==> config.mk <==
export PLATFORM = sky130hd
export DESIGN_NAME = adc_frame_top
export DESIGN_NICKNAME = d
export VERILOG_FILES = /design/src/logic/adc_frame_pkg.sv /design/src/logic/frame_sequencer.sv /design/src/logic/sample_capture.sv /design/src/logic/record_packer.sv /design/src/logic/stream_fifo.sv /design/src/logic/stream_out.sv /design/src/logic/adc_frame_top.sv
export VERILOG_INCLUDE_DIRS = /design/src /design/src/logic
export SDC_FILE = /design/constraint.sdc
export NUM_CORES = 2
export LEC_CHECK = 0
export ABC_AREA = 0
export BUFFER_PORTS_ARGS = -buffer_cell sky130_fd_sc_hd__buf_2
export CAP_MARGIN = 15
export CORE_ASPECT_RATIO = 2
export CORE_UTILIZATION = 61
export DETAILED_ROUTE_END_ITERATION = 8
export PLACE_DENSITY = 0.9
export SYNTH_ARGS = -nofsm -noshare
export SYNTH_HDL_FRONTEND = slang
export SYNTH_HIERARCHICAL = 1
export SYNTH_SLANG_ARGS = --single-unit
==> constraint.sdc <==
create_clock -name M_AXIS_ACLK -period 8.6 [get_ports M_AXIS_ACLK]
set_input_delay 0.43 -clock M_AXIS_ACLK [delete_from_list [all_inputs] [get_ports M_AXIS_ACLK]]
set_output_delay 0.43 -clock M_AXIS_ACLK [all_outputs]
set_load 0.05 [all_outputs]
==> src/logic/adc_frame_consts.svh <==
`ifndef ADC_FRAME_CONSTS_SVH
`define ADC_FRAME_CONSTS_SVH

// data widths

`define SAMPLE_W      16                // bits per channel value
`define CHANNELS      8                 // channels per bank
`define WORD_W        32                // stream word width
`define CTRL_W        32                // width of the control inputs

// record layout

`define RECORD_WORDS  12                // words per sample set
`define MARKER_WORD   (32'hFFFF_FFFF)   // separator around the index words
`define INDEX_WORD_LO (32'h7654_3210)   // channel numbers 7..0, one nibble each
`define INDEX_WORD_HI (32'hFEDC_BA98)   // channel numbers 15..8

// buffering and timing

`define FIFO_DEPTH    32                // default stream fifo depth, power of two
`define MIN_PERIOD    16                // record must finish before next convst

`endif

==> src/logic/adc_frame_pkg.sv <==
`include "adc_frame_consts.svh"

package adc_frame_pkg;

	typedef logic [`CTRL_W-1:0] ctrl_word_t;    // control inputs and frame counters
	typedef logic [`WORD_W-1:0] stream_word_t;  // one fifo / axis word

	// eight channel values of one bank, ch1 at index 0
	typedef logic [`CHANNELS-1:0][`SAMPLE_W-1:0] adc_bank_t;

	// both banks of one conversion
	typedef struct packed {
		adc_bank_t bank_a;
		adc_bank_t bank_b;
	} sample_set_t;

	// settings latched at frame start
	typedef struct packed {
		ctrl_word_t total_words;  // sampling_points * record length
		logic       last_frame;   // tlast wanted on final word
	} frame_cfg_t;

	// sticky error flags, cleared at each frame start
	typedef struct packed {
		logic missed_sample;
		logic fifo_overflow;
	} err_flags_t;

endpackage

==> src/logic/frame_sequencer.sv <==
`timescale 1ns/1ns
`include "adc_frame_consts.svh"

module frame_sequencer (
	input  logic                      M_AXIS_ACLK,
	input  logic                      adc_rst_n,
	input  logic                      trigger,                 // asynchronous level
	input  adc_frame_pkg::ctrl_word_t sampling_points,
	input  adc_frame_pkg::ctrl_word_t sampling_clk_increment,
	input  logic                      last_frame,
	input  logic                      frame_done,              // last word accepted downstream
	output logic                      frame_start,
	output adc_frame_pkg::frame_cfg_t frame_cfg,
	output logic                      convst,
	output logic                      ready
);
	import adc_frame_pkg::*;

	localparam int DRAIN_TIMEOUT = 4096;  // cycles after last convst before giving up on frame_done

	typedef enum logic [1:0] {
		seq_idle,
		seq_sample,
		seq_drain
	} seq_state_t;

	seq_state_t state;
	logic [1:0] trig_sync;    // two stage synchronizer
	logic       trig_prev;
	logic       start_req;
	ctrl_word_t period_q;     // latched sampling_clk_increment
	ctrl_word_t period_cnt;   // zero means convst goes out next cycle
	ctrl_word_t points_left;  // conversions still to issue
	logic [$clog2(DRAIN_TIMEOUT)-1:0] drain_cnt;

	always_ff @(posedge M_AXIS_ACLK) begin
		if (!adc_rst_n) begin
			trig_sync <= '0;
			trig_prev <= 1'b0;
		end else begin
			trig_sync <= {trig_sync[0], trigger};
			trig_prev <= trig_sync[1];
		end
	end

	// rising edge seen only while idle, empty frames are ignored
	assign start_req = (state == seq_idle) && trig_sync[1] && !trig_prev
		&& (sampling_points != '0);

	always_ff @(posedge M_AXIS_ACLK) begin
		if (!adc_rst_n) begin
			state       <= seq_idle;
			frame_start <= 1'b0;
			convst      <= 1'b0;
			ready       <= 1'b1;
			period_cnt  <= '0;
			points_left <= '0;
			drain_cnt   <= '0;
		end else begin
			frame_start <= 1'b0;  // both strobes last one cycle
			convst      <= 1'b0;
			case (state)
				seq_idle: begin
					if (start_req) begin
						state       <= seq_sample;
						frame_start <= 1'b1;
						ready       <= 1'b0;  // falls together with frame_start
						period_cnt  <= '0;    // first convst right after frame_start
						points_left <= sampling_points;
					end
				end
				seq_sample: begin
					if (period_cnt == '0) begin
						convst      <= 1'b1;
						period_cnt  <= period_q - 1'b1;
						points_left <= points_left - 1'b1;
						if (points_left == ctrl_word_t'(1)) begin
							state     <= seq_drain;  // all conversions issued
							drain_cnt <= '0;
						end
					end else begin
						period_cnt <= period_cnt - 1'b1;
					end
				end
				seq_drain: begin
					drain_cnt <= drain_cnt + 1'b1;
					// lost words never reach the count, so a stuck frame times out
					if (frame_done || drain_cnt == '1) begin
						state <= seq_idle;
						ready <= 1'b1;
					end
				end
				default: state <= seq_idle;
			endcase
		end
	end

	always_ff @(posedge M_AXIS_ACLK) begin
		if (start_req) begin
			period_q              <= sampling_clk_increment;
			frame_cfg.total_words <= ctrl_word_t'(sampling_points * `RECORD_WORDS);
			frame_cfg.last_frame  <= last_frame;
		end
	end

	// shorter periods would let a new record overlap the one being packed
	period_min_a: assert property (@(posedge M_AXIS_ACLK) disable iff (!adc_rst_n)
		frame_start |-> period_q >= `MIN_PERIOD)
		else $error("sample period below minimum");

endmodule

==> src/logic/sample_capture.sv <==
`timescale 1ns/1ns
`include "adc_frame_consts.svh"

module sample_capture (
	input  logic                       M_AXIS_ACLK,
	input  logic                       adc_rst_n,
	input  logic                       frame_start,
	input  logic                       convst,
	input  adc_frame_pkg::adc_bank_t   bank_a,
	input  logic                       bank_a_valid,   // bank a finished its conversion
	input  adc_frame_pkg::adc_bank_t   bank_b,
	input  logic                       bank_b_valid,
	output logic                       set_valid,
	output adc_frame_pkg::sample_set_t set_data,
	output logic                       missed_sample   // sticky until frame_start
);
	import adc_frame_pkg::*;

	logic pending;   // conversion outstanding
	logic have_a;    // bank a already captured for it
	logic have_b;
	logic got_a;
	logic got_b;
	logic joined;    // both banks present this cycle

	assign got_a  = have_a || bank_a_valid;
	assign got_b  = have_b || bank_b_valid;
	assign joined = pending && got_a && got_b;

	always_ff @(posedge M_AXIS_ACLK) begin
		if (!adc_rst_n) begin
			pending       <= 1'b0;
			have_a        <= 1'b0;
			have_b        <= 1'b0;
			set_valid     <= 1'b0;
			missed_sample <= 1'b0;
		end else begin
			set_valid <= joined;  // one cycle after the later bank
			if (frame_start) begin
				pending       <= 1'b0;
				have_a        <= 1'b0;
				have_b        <= 1'b0;
				missed_sample <= 1'b0;
			end else if (joined) begin
				have_a  <= 1'b0;
				have_b  <= 1'b0;
				pending <= convst;  // back to back convst opens the next one
			end else if (convst) begin
				if (pending)
					missed_sample <= 1'b1;  // overtaken, half set is dropped
				pending <= 1'b1;
				have_a  <= 1'b0;
				have_b  <= 1'b0;
			end else if (pending) begin
				have_a <= got_a;
				have_b <= got_b;
			end
		end
	end

	// output holds the joined set until the next bank strobe
	always_ff @(posedge M_AXIS_ACLK) begin
		if (pending && bank_a_valid)
			set_data.bank_a <= bank_a;
		if (pending && bank_b_valid)
			set_data.bank_b <= bank_b;
	end

	// banks only answer a convst issued earlier by the sequencer
	bank_pending_a: assert property (@(posedge M_AXIS_ACLK) disable iff (!adc_rst_n)
		(bank_a_valid || bank_b_valid) |-> pending)
		else $error("bank strobe without a pending conversion");

endmodule

==> src/logic/record_packer.sv <==
`timescale 1ns/1ns
`include "adc_frame_consts.svh"

module record_packer (
	input  logic                        M_AXIS_ACLK,
	input  logic                        adc_rst_n,
	input  logic                        set_valid,
	input  adc_frame_pkg::sample_set_t  set_data,
	output logic                        word_valid,  // high for the twelve record words
	output adc_frame_pkg::stream_word_t word_data
);
	import adc_frame_pkg::*;

	sample_set_t set_q;      // set being packed
	logic [3:0]  word_idx;   // position inside the record
	logic [1:0]  pair;       // channel pair 0..3
	adc_bank_t   pair_bank;  // bank a for words 0..3, bank b for 4..7

	always_ff @(posedge M_AXIS_ACLK) begin
		if (!adc_rst_n) begin
			word_valid <= 1'b0;
			word_idx   <= '0;
		end else if (set_valid) begin
			word_valid <= 1'b1;  // first word on the next cycle
			word_idx   <= '0;
		end else if (word_valid) begin
			if (word_idx == 4'(`RECORD_WORDS - 1)) begin
				word_valid <= 1'b0;
				word_idx   <= '0;
			end else begin
				word_idx <= word_idx + 1'b1;
			end
		end
	end

	always_ff @(posedge M_AXIS_ACLK) begin
		if (set_valid)
			set_q <= set_data;
	end

	assign pair      = word_idx[1:0];
	assign pair_bank = word_idx[2] ? set_q.bank_b : set_q.bank_a;

	always_comb begin
		case (word_idx)
			4'd8, 4'd11: word_data = `MARKER_WORD;
			4'd9:        word_data = `INDEX_WORD_LO;
			4'd10:       word_data = `INDEX_WORD_HI;
			default:     word_data = {pair_bank[{pair, 1'b1}], pair_bank[{pair, 1'b0}]};  // {ch2n, ch2n-1}
		endcase
	end

	// sets arrive at least one period apart, so a record never gets cut short
	no_overlap_a: assert property (@(posedge M_AXIS_ACLK) disable iff (!adc_rst_n)
		set_valid |-> !word_valid || word_idx == 4'(`RECORD_WORDS - 1))
		else $error("sample set arrived while a record was being packed");

endmodule

==> src/logic/stream_fifo.sv <==
`timescale 1ns/1ns
`include "adc_frame_consts.svh"

module stream_fifo #(
	parameter int DEPTH = `FIFO_DEPTH  // power of two
) (
	input  logic                        M_AXIS_ACLK,
	input  logic                        adc_rst_n,
	input  logic                        flush,      // drop contents, clear overflow
	input  logic                        push,
	input  adc_frame_pkg::stream_word_t push_data,
	input  logic                        pop,
	output adc_frame_pkg::stream_word_t pop_data,   // head word, valid while not empty
	output logic                        empty,
	output logic                        overflow    // sticky, a push was lost
);
	import adc_frame_pkg::*;

	localparam int AW = $clog2(DEPTH);

	stream_word_t  mem [DEPTH];
	logic [AW-1:0] wr_ptr;
	logic [AW-1:0] rd_ptr;
	logic [AW:0]   count;
	logic          full;
	logic          do_push;
	logic          do_pop;

	assign empty   = (count == '0);
	assign full    = count[AW];               // count reaches DEPTH
	assign do_pop  = pop && !empty;
	assign do_push = push && (!full || do_pop);  // a pop frees the slot this cycle
	assign pop_data = mem[rd_ptr];

	always_ff @(posedge M_AXIS_ACLK) begin
		if (!adc_rst_n || flush) begin
			wr_ptr   <= '0;
			rd_ptr   <= '0;
			count    <= '0;
			overflow <= 1'b0;
		end else begin
			if (do_push)
				wr_ptr <= wr_ptr + 1'b1;
			if (do_pop)
				rd_ptr <= rd_ptr + 1'b1;
			case ({do_push, do_pop})
				2'b10:   count <= count + 1'b1;
				2'b01:   count <= count - 1'b1;
				default: count <= count;
			endcase
			if (push && !do_push)
				overflow <= 1'b1;  // word lost
		end
	end

	always_ff @(posedge M_AXIS_ACLK) begin
		if (do_push)
			mem[wr_ptr] <= push_data;
	end

	// the stream side only pops what it saw as available
	pop_nonempty_a: assert property (@(posedge M_AXIS_ACLK) disable iff (!adc_rst_n)
		pop |-> !empty)
		else $error("pop from empty fifo");

endmodule

==> src/logic/stream_out.sv <==
`timescale 1ns/1ns
`include "adc_frame_consts.svh"

module stream_out (
	input  logic                        M_AXIS_ACLK,
	input  logic                        adc_rst_n,
	input  logic                        frame_start,
	input  adc_frame_pkg::frame_cfg_t   frame_cfg,
	input  adc_frame_pkg::stream_word_t fifo_data,
	input  logic                        fifo_empty,
	input  logic                        M_AXIS_TREADY,
	output logic                        pop,
	output logic                        M_AXIS_TVALID,
	output adc_frame_pkg::stream_word_t M_AXIS_TDATA,
	output logic                        M_AXIS_TLAST,
	output logic                        frame_done   // final word accepted
);
	import adc_frame_pkg::*;

	logic              accept;      // axis handshake this cycle
	logic [`CTRL_W-1:0] sent_cnt;   // words accepted in this frame
	logic [`CTRL_W-1:0] load_idx;   // frame position of a word popped now
	logic              load_final;
	logic              final_q;     // register holds the frame's last word

	assign accept     = M_AXIS_TVALID && M_AXIS_TREADY;
	assign pop        = !fifo_empty && (!M_AXIS_TVALID || accept);  // refill empty or leaving reg
	assign load_idx   = M_AXIS_TVALID ? sent_cnt + 1'b1 : sent_cnt;
	assign load_final = (load_idx == frame_cfg.total_words - 1'b1);
	assign frame_done = accept && final_q;

	always_ff @(posedge M_AXIS_ACLK) begin
		if (!adc_rst_n || frame_start) begin
			M_AXIS_TVALID <= 1'b0;  // leftovers of an aborted frame are dropped
			M_AXIS_TLAST  <= 1'b0;
			final_q       <= 1'b0;
			sent_cnt      <= '0;
		end else begin
			if (accept)
				sent_cnt <= sent_cnt + 1'b1;
			if (pop) begin
				M_AXIS_TVALID <= 1'b1;
				final_q       <= load_final;
				M_AXIS_TLAST  <= load_final && frame_cfg.last_frame;
			end else if (accept) begin
				M_AXIS_TVALID <= 1'b0;  // nothing to follow yet
				final_q       <= 1'b0;
				M_AXIS_TLAST  <= 1'b0;
			end
		end
	end

	always_ff @(posedge M_AXIS_ACLK) begin
		if (pop)
			M_AXIS_TDATA <= fifo_data;  // held until accepted
	end

endmodule

==> src/logic/adc_frame_top.sv <==
`timescale 1ns/1ns

module adc_frame_top (
	input  logic                        M_AXIS_ACLK,
	input  logic                        adc_rst_n,
	input  logic                        trigger,                 // rising edge starts a frame
	input  adc_frame_pkg::ctrl_word_t   sampling_points,
	input  adc_frame_pkg::ctrl_word_t   sampling_clk_increment,  // cycles between convst
	input  logic                        last_frame,
	input  adc_frame_pkg::adc_bank_t    bank_a,
	input  logic                        bank_a_valid,
	input  adc_frame_pkg::adc_bank_t    bank_b,
	input  logic                        bank_b_valid,
	input  logic                        M_AXIS_TREADY,
	output logic                        convst,
	output logic                        ready,
	output adc_frame_pkg::err_flags_t   error_flags,
	output logic                        M_AXIS_TVALID,
	output adc_frame_pkg::stream_word_t M_AXIS_TDATA,
	output logic                        M_AXIS_TLAST
);
	import adc_frame_pkg::*;

	logic         frame_start;    // one cycle, also flushes fifo
	logic         frame_done;
	frame_cfg_t   frame_cfg;
	logic         set_valid;
	sample_set_t  set_data;
	logic         word_valid;
	stream_word_t word_data;
	logic         pop;
	stream_word_t fifo_data;
	logic         fifo_empty;
	logic         missed_flag;
	logic         overflow_flag;

	assign error_flags = '{missed_sample: missed_flag, fifo_overflow: overflow_flag};

	frame_sequencer frame_sequencer_inst (
		.M_AXIS_ACLK            (M_AXIS_ACLK),
		.adc_rst_n              (adc_rst_n),
		.trigger                (trigger),
		.sampling_points        (sampling_points),
		.sampling_clk_increment (sampling_clk_increment),
		.last_frame             (last_frame),
		.frame_done             (frame_done),
		.frame_start            (frame_start),
		.frame_cfg              (frame_cfg),
		.convst                 (convst),
		.ready                  (ready)
	);

	sample_capture sample_capture_inst (
		.M_AXIS_ACLK   (M_AXIS_ACLK),
		.adc_rst_n     (adc_rst_n),
		.frame_start   (frame_start),
		.convst        (convst),
		.bank_a        (bank_a),
		.bank_a_valid  (bank_a_valid),
		.bank_b        (bank_b),
		.bank_b_valid  (bank_b_valid),
		.set_valid     (set_valid),
		.set_data      (set_data),
		.missed_sample (missed_flag)
	);

	record_packer record_packer_inst (
		.M_AXIS_ACLK (M_AXIS_ACLK),
		.adc_rst_n   (adc_rst_n),
		.set_valid   (set_valid),
		.set_data    (set_data),
		.word_valid  (word_valid),
		.word_data   (word_data)
	);

	stream_fifo stream_fifo_inst (
		.M_AXIS_ACLK (M_AXIS_ACLK),
		.adc_rst_n   (adc_rst_n),
		.flush       (frame_start),
		.push        (word_valid),
		.push_data   (word_data),
		.pop         (pop),
		.pop_data    (fifo_data),
		.empty       (fifo_empty),
		.overflow    (overflow_flag)
	);

	stream_out stream_out_inst (
		.M_AXIS_ACLK   (M_AXIS_ACLK),
		.adc_rst_n     (adc_rst_n),
		.frame_start   (frame_start),
		.frame_cfg     (frame_cfg),
		.fifo_data     (fifo_data),
		.fifo_empty    (fifo_empty),
		.M_AXIS_TREADY (M_AXIS_TREADY),
		.pop           (pop),
		.M_AXIS_TVALID (M_AXIS_TVALID),
		.M_AXIS_TDATA  (M_AXIS_TDATA),
		.M_AXIS_TLAST  (M_AXIS_TLAST),
		.frame_done    (frame_done)
	);

endmodule

=== Yosys cells after proc, flatten, opt, wreduce, memory -nomap -nowiden ===
Memory sizes are Yosys's and may differ from the RTL's. A register that Yosys moved wholly into a read port is not among the register bits.
Index checks and enable logic that the tools add are counted.

* Bits in registers: 721
* Input port bits: 327
* Output and inout bits: 38
* Bits in writable memories: 1,024
* Memories kept: 1
* Logic and storage cells: 178

{| class="wikitable"
|+ Memories
! memory !! words !! bits a word !! rd ports !! clocked after Yosys merged registers in !! write ports !! RTL line !! source
|-
| stream_fifo_inst.mem || 32 || 32 || 1 || 1 || 1 || stream_fifo.sv:21 || <nowiki>stream_word_t mem [DEPTH];</nowiki>
|}

* Equal/unequal tests: 15
* Bitwise logic cells: 2
* Reduce and logical (&&, ||, !) cells: 48
* $lt $le $gt $ge: 2
* $add $sub $neg: 11
* Mux-type cells: 39
* $mul: 1

{| class="wikitable"
|+ Operators with widths
! kind !! number
|-
| $mux W32 || 5
|-
| $mux W128 || 1
|-
| $pmux W32 S2 || 2
|-
| $sub A32 B1 Y32 const B || 4
|-
| $pmux W32 S3 || 1
|-
| $bmux W16 S2 || 2
|-
| $add A32 B1 Y32 const B || 1
|-
| $eq A32 B1 Y1 const B || 1
|-
| $eq A32 B32 Y1 || 1
|-
| $logic_not A32 Y1 || 1
|-
| $mul A32 B2 Y30 const B || 1
|-
| $mux W16 || 2
|-
| $reduce_bool A32 Y1 || 1
|-
| $mux W12 || 2
|-
| $pmux W12 S2 || 1
|-
| $eq A4 B4 Y1 const B || 4
|-
| $mux W1 || 15
|-
| $logic_and A1 B1 Y1 || 14
|-
| $add A12 B1 Y12 const B || 1
|-
| $eq A12 B12 Y1 const B || 1
|-
| $pmux W6 S2 || 1
|-
| $reduce_and A3 Y1 || 4
|-
| $reduce_bool A2 Y1 || 6
|-
| $add A5 B1 Y5 const B || 2
|-
| 20 further kinds || 44
|}

=== Logic depth before layout (Yosys ltp) ===
* Word-level depth: 8
* Gate-level depth with buffers: 18
* Gate-level depth less buffers: 13

=== By module ===
The synthesis kept the hierarchy.

{| class="wikitable"
|+ By module, submodules not included
! module !! area each (um2) !! sequential area each (um2) !! cells an instance !! times used
|-
| stream_fifo || 40,412.5 || 31,189.9 || 2,056 || 1
|-
| record_packer || 10,143.5 || 7,787.5 || 504 || 1
|-
| frame_sequencer || 9,066.2 || 3,573.4 || 1,048 || 1
|-
| sample_capture || 7,900.1 || 7,787.5 || 277 || 1
|-
| stream_out || 4,197.8 || 1,661.6 || 468 || 1
|-
| adc_frame_top || 15.0 || 0.0 || 2 || 1
|}

=== Worst setup path before layout ===
Ideal clock, no wire load.

* Kind: flip-flop to flip-flop
* Start: reg sample_capture_inst.set_valid
* End: reg record_packer_inst.word_idx[1]
* Path buffers: 0
* Library setup time: 0.122 ns
* Required time: 8.478 ns
* Arrival: 6.516 ns
* Slack: 1.962 ns
* Clock period less this slack: 6.638 ns
* Stages on the path, launching flop included: 3
* Cells stage by stage: dfxtp_1 > nand2b_1 > nor2_1

* Longest elaborated chain between the ends: 1

{| class="wikitable"
|+ RTL lines
! element !! RTL line !! source
|-
| from (decl) || sample_capture.sv:13 || <nowiki>output logic set_valid,</nowiki>
|-
| from (signal assigned) || sample_capture.sv:38 || <nowiki>set_valid <= joined;</nowiki>
|-
| $reduce_or A2 Y1 (no source line) || -- ||
|-
| to (signal assigned) || record_packer.sv:31 || <nowiki>word_idx <= word_idx + 1'b1;</nowiki>
|-
| to (decl) || record_packer.sv:15 || <nowiki>logic [3:0] word_idx;</nowiki>
|}

No other way between the ends.
A chain may end at the register's enable or synchronous reset.

=== Worst setup path in the final report ===
* Start: reg stream_fifo_inst.count[2]
* End: mem stream_fifo_inst/mem[29][25] (netlist name) (enable)

* Longest elaborated chain between the ends: 8

{| class="wikitable"
|+ RTL lines
! element !! RTL line !! source
|-
| from (decl) || stream_fifo.sv:24 || <nowiki>logic [AW:0] count;</nowiki>
|-
| from (signal assigned) || stream_fifo.sv:47 || <nowiki>2'b10: count <= count + 1'b1;</nowiki>
|-
| from (signal assigned) || stream_fifo.sv:48 || <nowiki>2'b01: count <= count - 1'b1;</nowiki>
|-
| from (signal assigned) || stream_fifo.sv:49 || <nowiki>default: count <= count;</nowiki>
|-
| $logic_not A6 Y1 || stream_fifo.sv:29 || <nowiki>assign empty = (count == '0);</nowiki>
|-
| via fifo_empty || adc_frame_top.sv:33 || <nowiki>logic fifo_empty;</nowiki>
|-
| $logic_not A1 Y1 || stream_out.sv:27 || <nowiki>assign pop = !fifo_empty && (!M_AXIS_TVALID || accept);</nowiki>
|-
| $logic_and A1 B1 Y1 || stream_out.sv:27 ||
|-
| via pop || adc_frame_top.sv:31 || <nowiki>logic pop;</nowiki>
|-
| $logic_and A1 B1 Y1 || stream_fifo.sv:31 || <nowiki>assign do_pop = pop && !empty;</nowiki>
|-
| $logic_or A1 B1 Y1 || stream_fifo.sv:32 || <nowiki>assign do_push = push && (!full || do_pop);</nowiki>
|-
| $logic_and A1 B1 Y1 || stream_fifo.sv:32 ||
|-
| $mux W1 || stream_fifo.sv:57 || <nowiki>if (do_push)</nowiki>
|-
| $mux W1 (not written as such) || stream_fifo.sv:58 || <nowiki>mem[wr_ptr] <= push_data;</nowiki>
|-
| to (decl) || stream_fifo.sv:21 ||
|}

The timed path passes the listed nets, and every way through them passes these cells.

==> results.py <==
metrics = {
    "status": {
        "run_status": "finished clean",
    },
    "route": {
        "detailedRoute.firstPassIterationCount": 6,
        "drc": 0,
        "totalWireLength_microns": 203200,
        "vias_per_cell": 6.771,
        "final_antenna_net_count": 0,
        "via_count": 45190,
        "drt-initial-drc-count": 6581,
        "detail_routed_net_length_per_standard_cell_microns": 30.44,
    },
    "grt": {
        "groute.usage.overall_pct": 34.13,
        "initial_antenna_violation_count": 30,
        "grt_pass1_vias": 46790,
        "wire_length_of_the_first_global_routing_pass_microns": 295400,
        "globalRoute.totalOverflow": 0,
        "grt_max_degree": 183,
    },
    "setup_path": {
        "slowest_cell_on_crit_path": "nor2_4",
        "end_kind": "flip-flop",
        "critPathArrivalTime_ns": 5.13,
        "regToRegSetupSlack_ns": 3.86,
        "path_common_cell": "buf_4",
        "worst_setup_path_startpoint": "stream_fifo_inst/count[2]",
        "timing_worst_setup_path_type": "flip-flop to flip-flop",
        "critPathMaxFanout": 36,
        "critPathRequiredTime_ns": 8.99,
        "path_cells": "or4_1 -> nor3_1 -> buf_4 -> nor2b_4 -> buf_4 -> nand2b_1 -> and2_1 -> nand2_1 -> nor2_4",
        "worst_r2r_startpoint": "stream_fifo_inst/count[2]",
        "setup.worst_path.start_class": "flip-flop",
        "crit_path_max_cell_delay_ns": 1.14,
    },
    "logic_synthesis": {
        "synth_fa_ha_area_share_pct": 1.092,
        "post_synth_xor_area_fraction_pct": 1.795,
        "ys_ff_latch": 1782,
        "yosysTopAreaCellShare_pct": 68.27,
        "synth_seq_area_share_pct": 72.49,
        "post_synth_mux_area_share_pct": 9.401,
        "dominantRegCellSynth": "edfxtp_1",
        "number_of_distinct_library_cell_variants_in_the_gate_level_netlist_after_synthesis": 107,
        "synthesis.area_sq_um": 71740,
        "async_reset_ff_share_pct": 0,
        "syn_area_per_cell_sq_um": 16.47,
        "number_of_enable_flip_flop_cells_after_synthesis": 1631,
        "synthesis.instances": 4355,
        "synthesis.yosys.warnings": 6,
        "synth_compound_area_share_pct": 6.455,
        "synth_top_area_cell": "edfxtp_1",
        "yosys.area_share.simple_pct": 6.837,
        "post_synth_main_area_contributors": "edfxtp_1 68%, mux4_2 5.4%, dfxtp_1 4.2%",
        "synth_top_family_by_area": "multiplexers",
    },
    "timing": {
        "slew_violations": 0,
        "timing.fmax_mhz": 210.8,
        "final_critical_period_ns": 4.744,
        "tightestPinTransition_ns": 1.224,
        "timing.final.setup_violations": 0,
        "timing_hold_violations_final": 0,
        "tns_ns": 0,
        "slew-limit-headroom_pct": 18.21,
        "fin_skew_ns": 0.04399,
        "final_min_period_over_clock_period_pct": 55.16,
        "unrepaired_setup_endpoints_after_global_routing": "no",
    },
    "finish": {
        "n_fill_cell": 6373,
        "seqCellArea_sq_um": 52020,
        "finish.net_count": 5409,
        "syn_to_final_growth_pct": 16.13,
        "multi_input_comb_area_sq_um": 18910,
        "drive_gt1_share_pct": 23.17,
        "layout.cells.non_filler": 6674,
    },
    "power_and_ir_drop": {
        "power_switching_share_pct": 30.52,
        "vdd.ir_drop.worst_mv": 0.7587,
        "power.sequential.fraction_pct": 45.8,
        "totalPowerFinal_mw": 21.42,
        "power_per_cell_area_nw_per_um2": 257.1,
        "internal_power_mw": 14.88,
        "static-leakage-power_nw": 27.23,
        "power.share.combinational_pct": 23.1,
        "total_switching_power_mw": 6.536,
        "power.clock.fraction_pct": 31.1,
    },
    "clocking": {
        "post_cts_resize_count": 0,
        "ctsHoldBuffers": 293,
        "clock-root-buffer": "clkbuf_16",
        "htree_levels": 4,
        "cts.reportedPaths.clkPinSlew_ns": 0.07,
        "cts_inserted_buffers": 136,
        "cts_buffer_depth": 3,
        "cts_setup_buffers": 0,
        "tritoncts": "yes",
        "insertion_delay_ns": 0.81,
        "cts.sink_count": 1782,
    },
    "run": {
        "max_cap_viol_count": 0,
    },
    "placement": {
        "quantity_of_i_o_buffers_inserted_on_ports": 364,
        "place_congestion": 0.9381,
        "place.detailed.hpwl_microns": 113100,
        "place.detailed.instances": 6099,
    },
    "floorplanning": {
        "floorplan.die_area_sq_um": 119100,
        "floorplan.initialDensity_pct": 61.58,
        "io-pin-count": 365,
        "die_y_microns": 487.0,
        "design.core.area_sq_um": 116500,
        "rows": 177,
        "fp.dieW_microns": 244.5,
    },
    "worst_hold_path": {
        "worst_hold_class": "input port to flip-flop",
        "timing.hold.worst.start": "bank_a_valid",
    },
}
## cells in the final DEF (no fill, tap or decap), types with 23 or more instances in the layout
cell type / n
edfxtp_1: 1631
buf_2: 365
dlygate4sd3_1: 293
mux2_2: 234
nor2_1: 185
mux4_2: 172
nand2_1: 153
dfxtp_1: 146
o21ai_0: 142
clkbuf_16: 140
nor3_1: 127
a21oi_1: 114
o22ai_1: 111
xnor2_1: 93
inv_1: 84
a211oi_1: 82
buf_4: 79
nor2b_1: 74
nand3_1: 70
a22o_1: 68
ha_1: 61
xor2_1: 54
or4_1: 44
nand4_1: 43
nor2_4: 34
or3_1: 32
clkinv_2: 27
clkinv_1: 25
and2_1: 25
nor4_1: 23
## per-layer routing
layer	track usage, %	vias up	wire length, microns
met4	23.26	22	16390
met2	60.65	3681	105400
met1	35.48	21920	60720
met5	0.04143	-	150
met3	7.946	1065	20490
li1	-	18500	-
## power by group through the flow
stage	Combinational, mW	Sequential (mW)	Clock [mW]
floorplan	3.61	9.96	0
global placement	4.51	9.96	0
detailed placement	4.58	9.98	0
CTS	4.72	9.79	6.58
global route	5.26	9.82	6.95
finish	4.95	9.81	6.66
## cell families after synthesis
kind of cell,count (synthesis)
compound gates,692
xor+xnor,147
fa+ha+maj,62
buf+inv,309
flops,1782
mux,429
other cells,1
simple gates,933
## worst max-delay path, delay by kind of cell, from the launching register on
| family | cells | cell delay (ns) |
|---|---|---|
| flip-flops | 1 | 0.50 |
| buffers and inverters | 2 | 0.87 |
| AND/OR/NAND/NOR | 7 | 2.93 |
## cells in the mapped netlist, types with 9 or more instances
cell / instances
and4_1: 10
edfxtp_1: 1631
nor4_1: 23
buf_4: 14
a21oi_1: 115
o22ai_1: 111
nor2_1: 220
buf_1: 24
a211oi_1: 82
or4_1: 44
o21ai_0: 144
xnor2_1: 93
mux2_2: 234
nand2_1: 154
ha_1: 61
buf_2: 38
buf_6: 16
a22oi_1: 9
nand4_1: 43
a22o_1: 68
xor2_1: 54
a31oi_1: 16
nand3_1: 70
and3_1: 21
or2_2: 10
a21o_1: 11
mux2i_1: 22
clkbuf_1: 131
mux4_2: 172
nor2b_1: 76
and2_1: 27
inv_1: 84
nand2b_1: 22
dfxtp_1: 151
o21a_1: 14
o31ai_1: 30
nor3_1: 128
or3_1: 32
## area by class of cell
| class | count | area share (%) |
|---|---|---|
| Clock buffer | 156 | 4.302 |
| Inverter | 85 | 0.3830 |
| Sequential cell | 1782 | 62.44 |
| Timing Repair Buffer | 750 | 6.690 |
| Tap cell | 1521 | 2.284 |
| Antenna cell | 22 | 0.06608 |
| Clock inverter | 93 | 1.138 |
| Multi-Input combinational cell | 2265 | 22.70 |
## worst paths after layout
path | end | cells after the start
setup / recovery | stream_fifo_inst/mem[29][25] | 9
hold / removal | sample_capture_inst/have_a | 3
setup reg to reg | stream_fifo_inst/mem[29][25] | 9
hold reg to reg | record_packer_inst/set_q[242] | 0
## registers in the layout, indices dropped and copies added, names as in the netlist, 2 cells and up, named ones only
register and count:
sample_capture_inst/set_data 256, record_packer_inst/word_idx 4, frame_sequencer_inst/points_left 32, frame_sequencer_inst/frame_cfg 31, frame_sequencer_inst/state 2, frame_sequencer_inst/period_cnt 32
frame_sequencer_inst/drain_cnt 12, stream_fifo_inst/mem 1024, record_packer_inst/set_q 256, stream_fifo_inst/rd_ptr 5, stream_fifo_inst/count 6, frame_sequencer_inst/period_q 32
stream_fifo_inst/wr_ptr 5, stream_out_inst/sent_cnt 32, stream_out_inst/M_AXIS_TDATA 32, frame_sequencer_inst/trig_sync 2
## stage by stage
stage / hold WS, ns / cell area [sq um] / worst slack, ns / utilization, %
after floorplan: 0.4003 / 71740 / 1.962 / -
after global placement: 0.4006 / 75620 / 4.239 / 64.92
after detailed placement: 0.4045 / 75620 / 4.076 / 64.92
after CTS: 0.008781 / 83090 / 3.958 / 71.33
after global routing: 0.05123 / 83270 / 3.809 / 71.48
final: 0.04822 / 83310 / 3.856 / 71.51
Note: power is estimated with default switching activity, not from simulation.
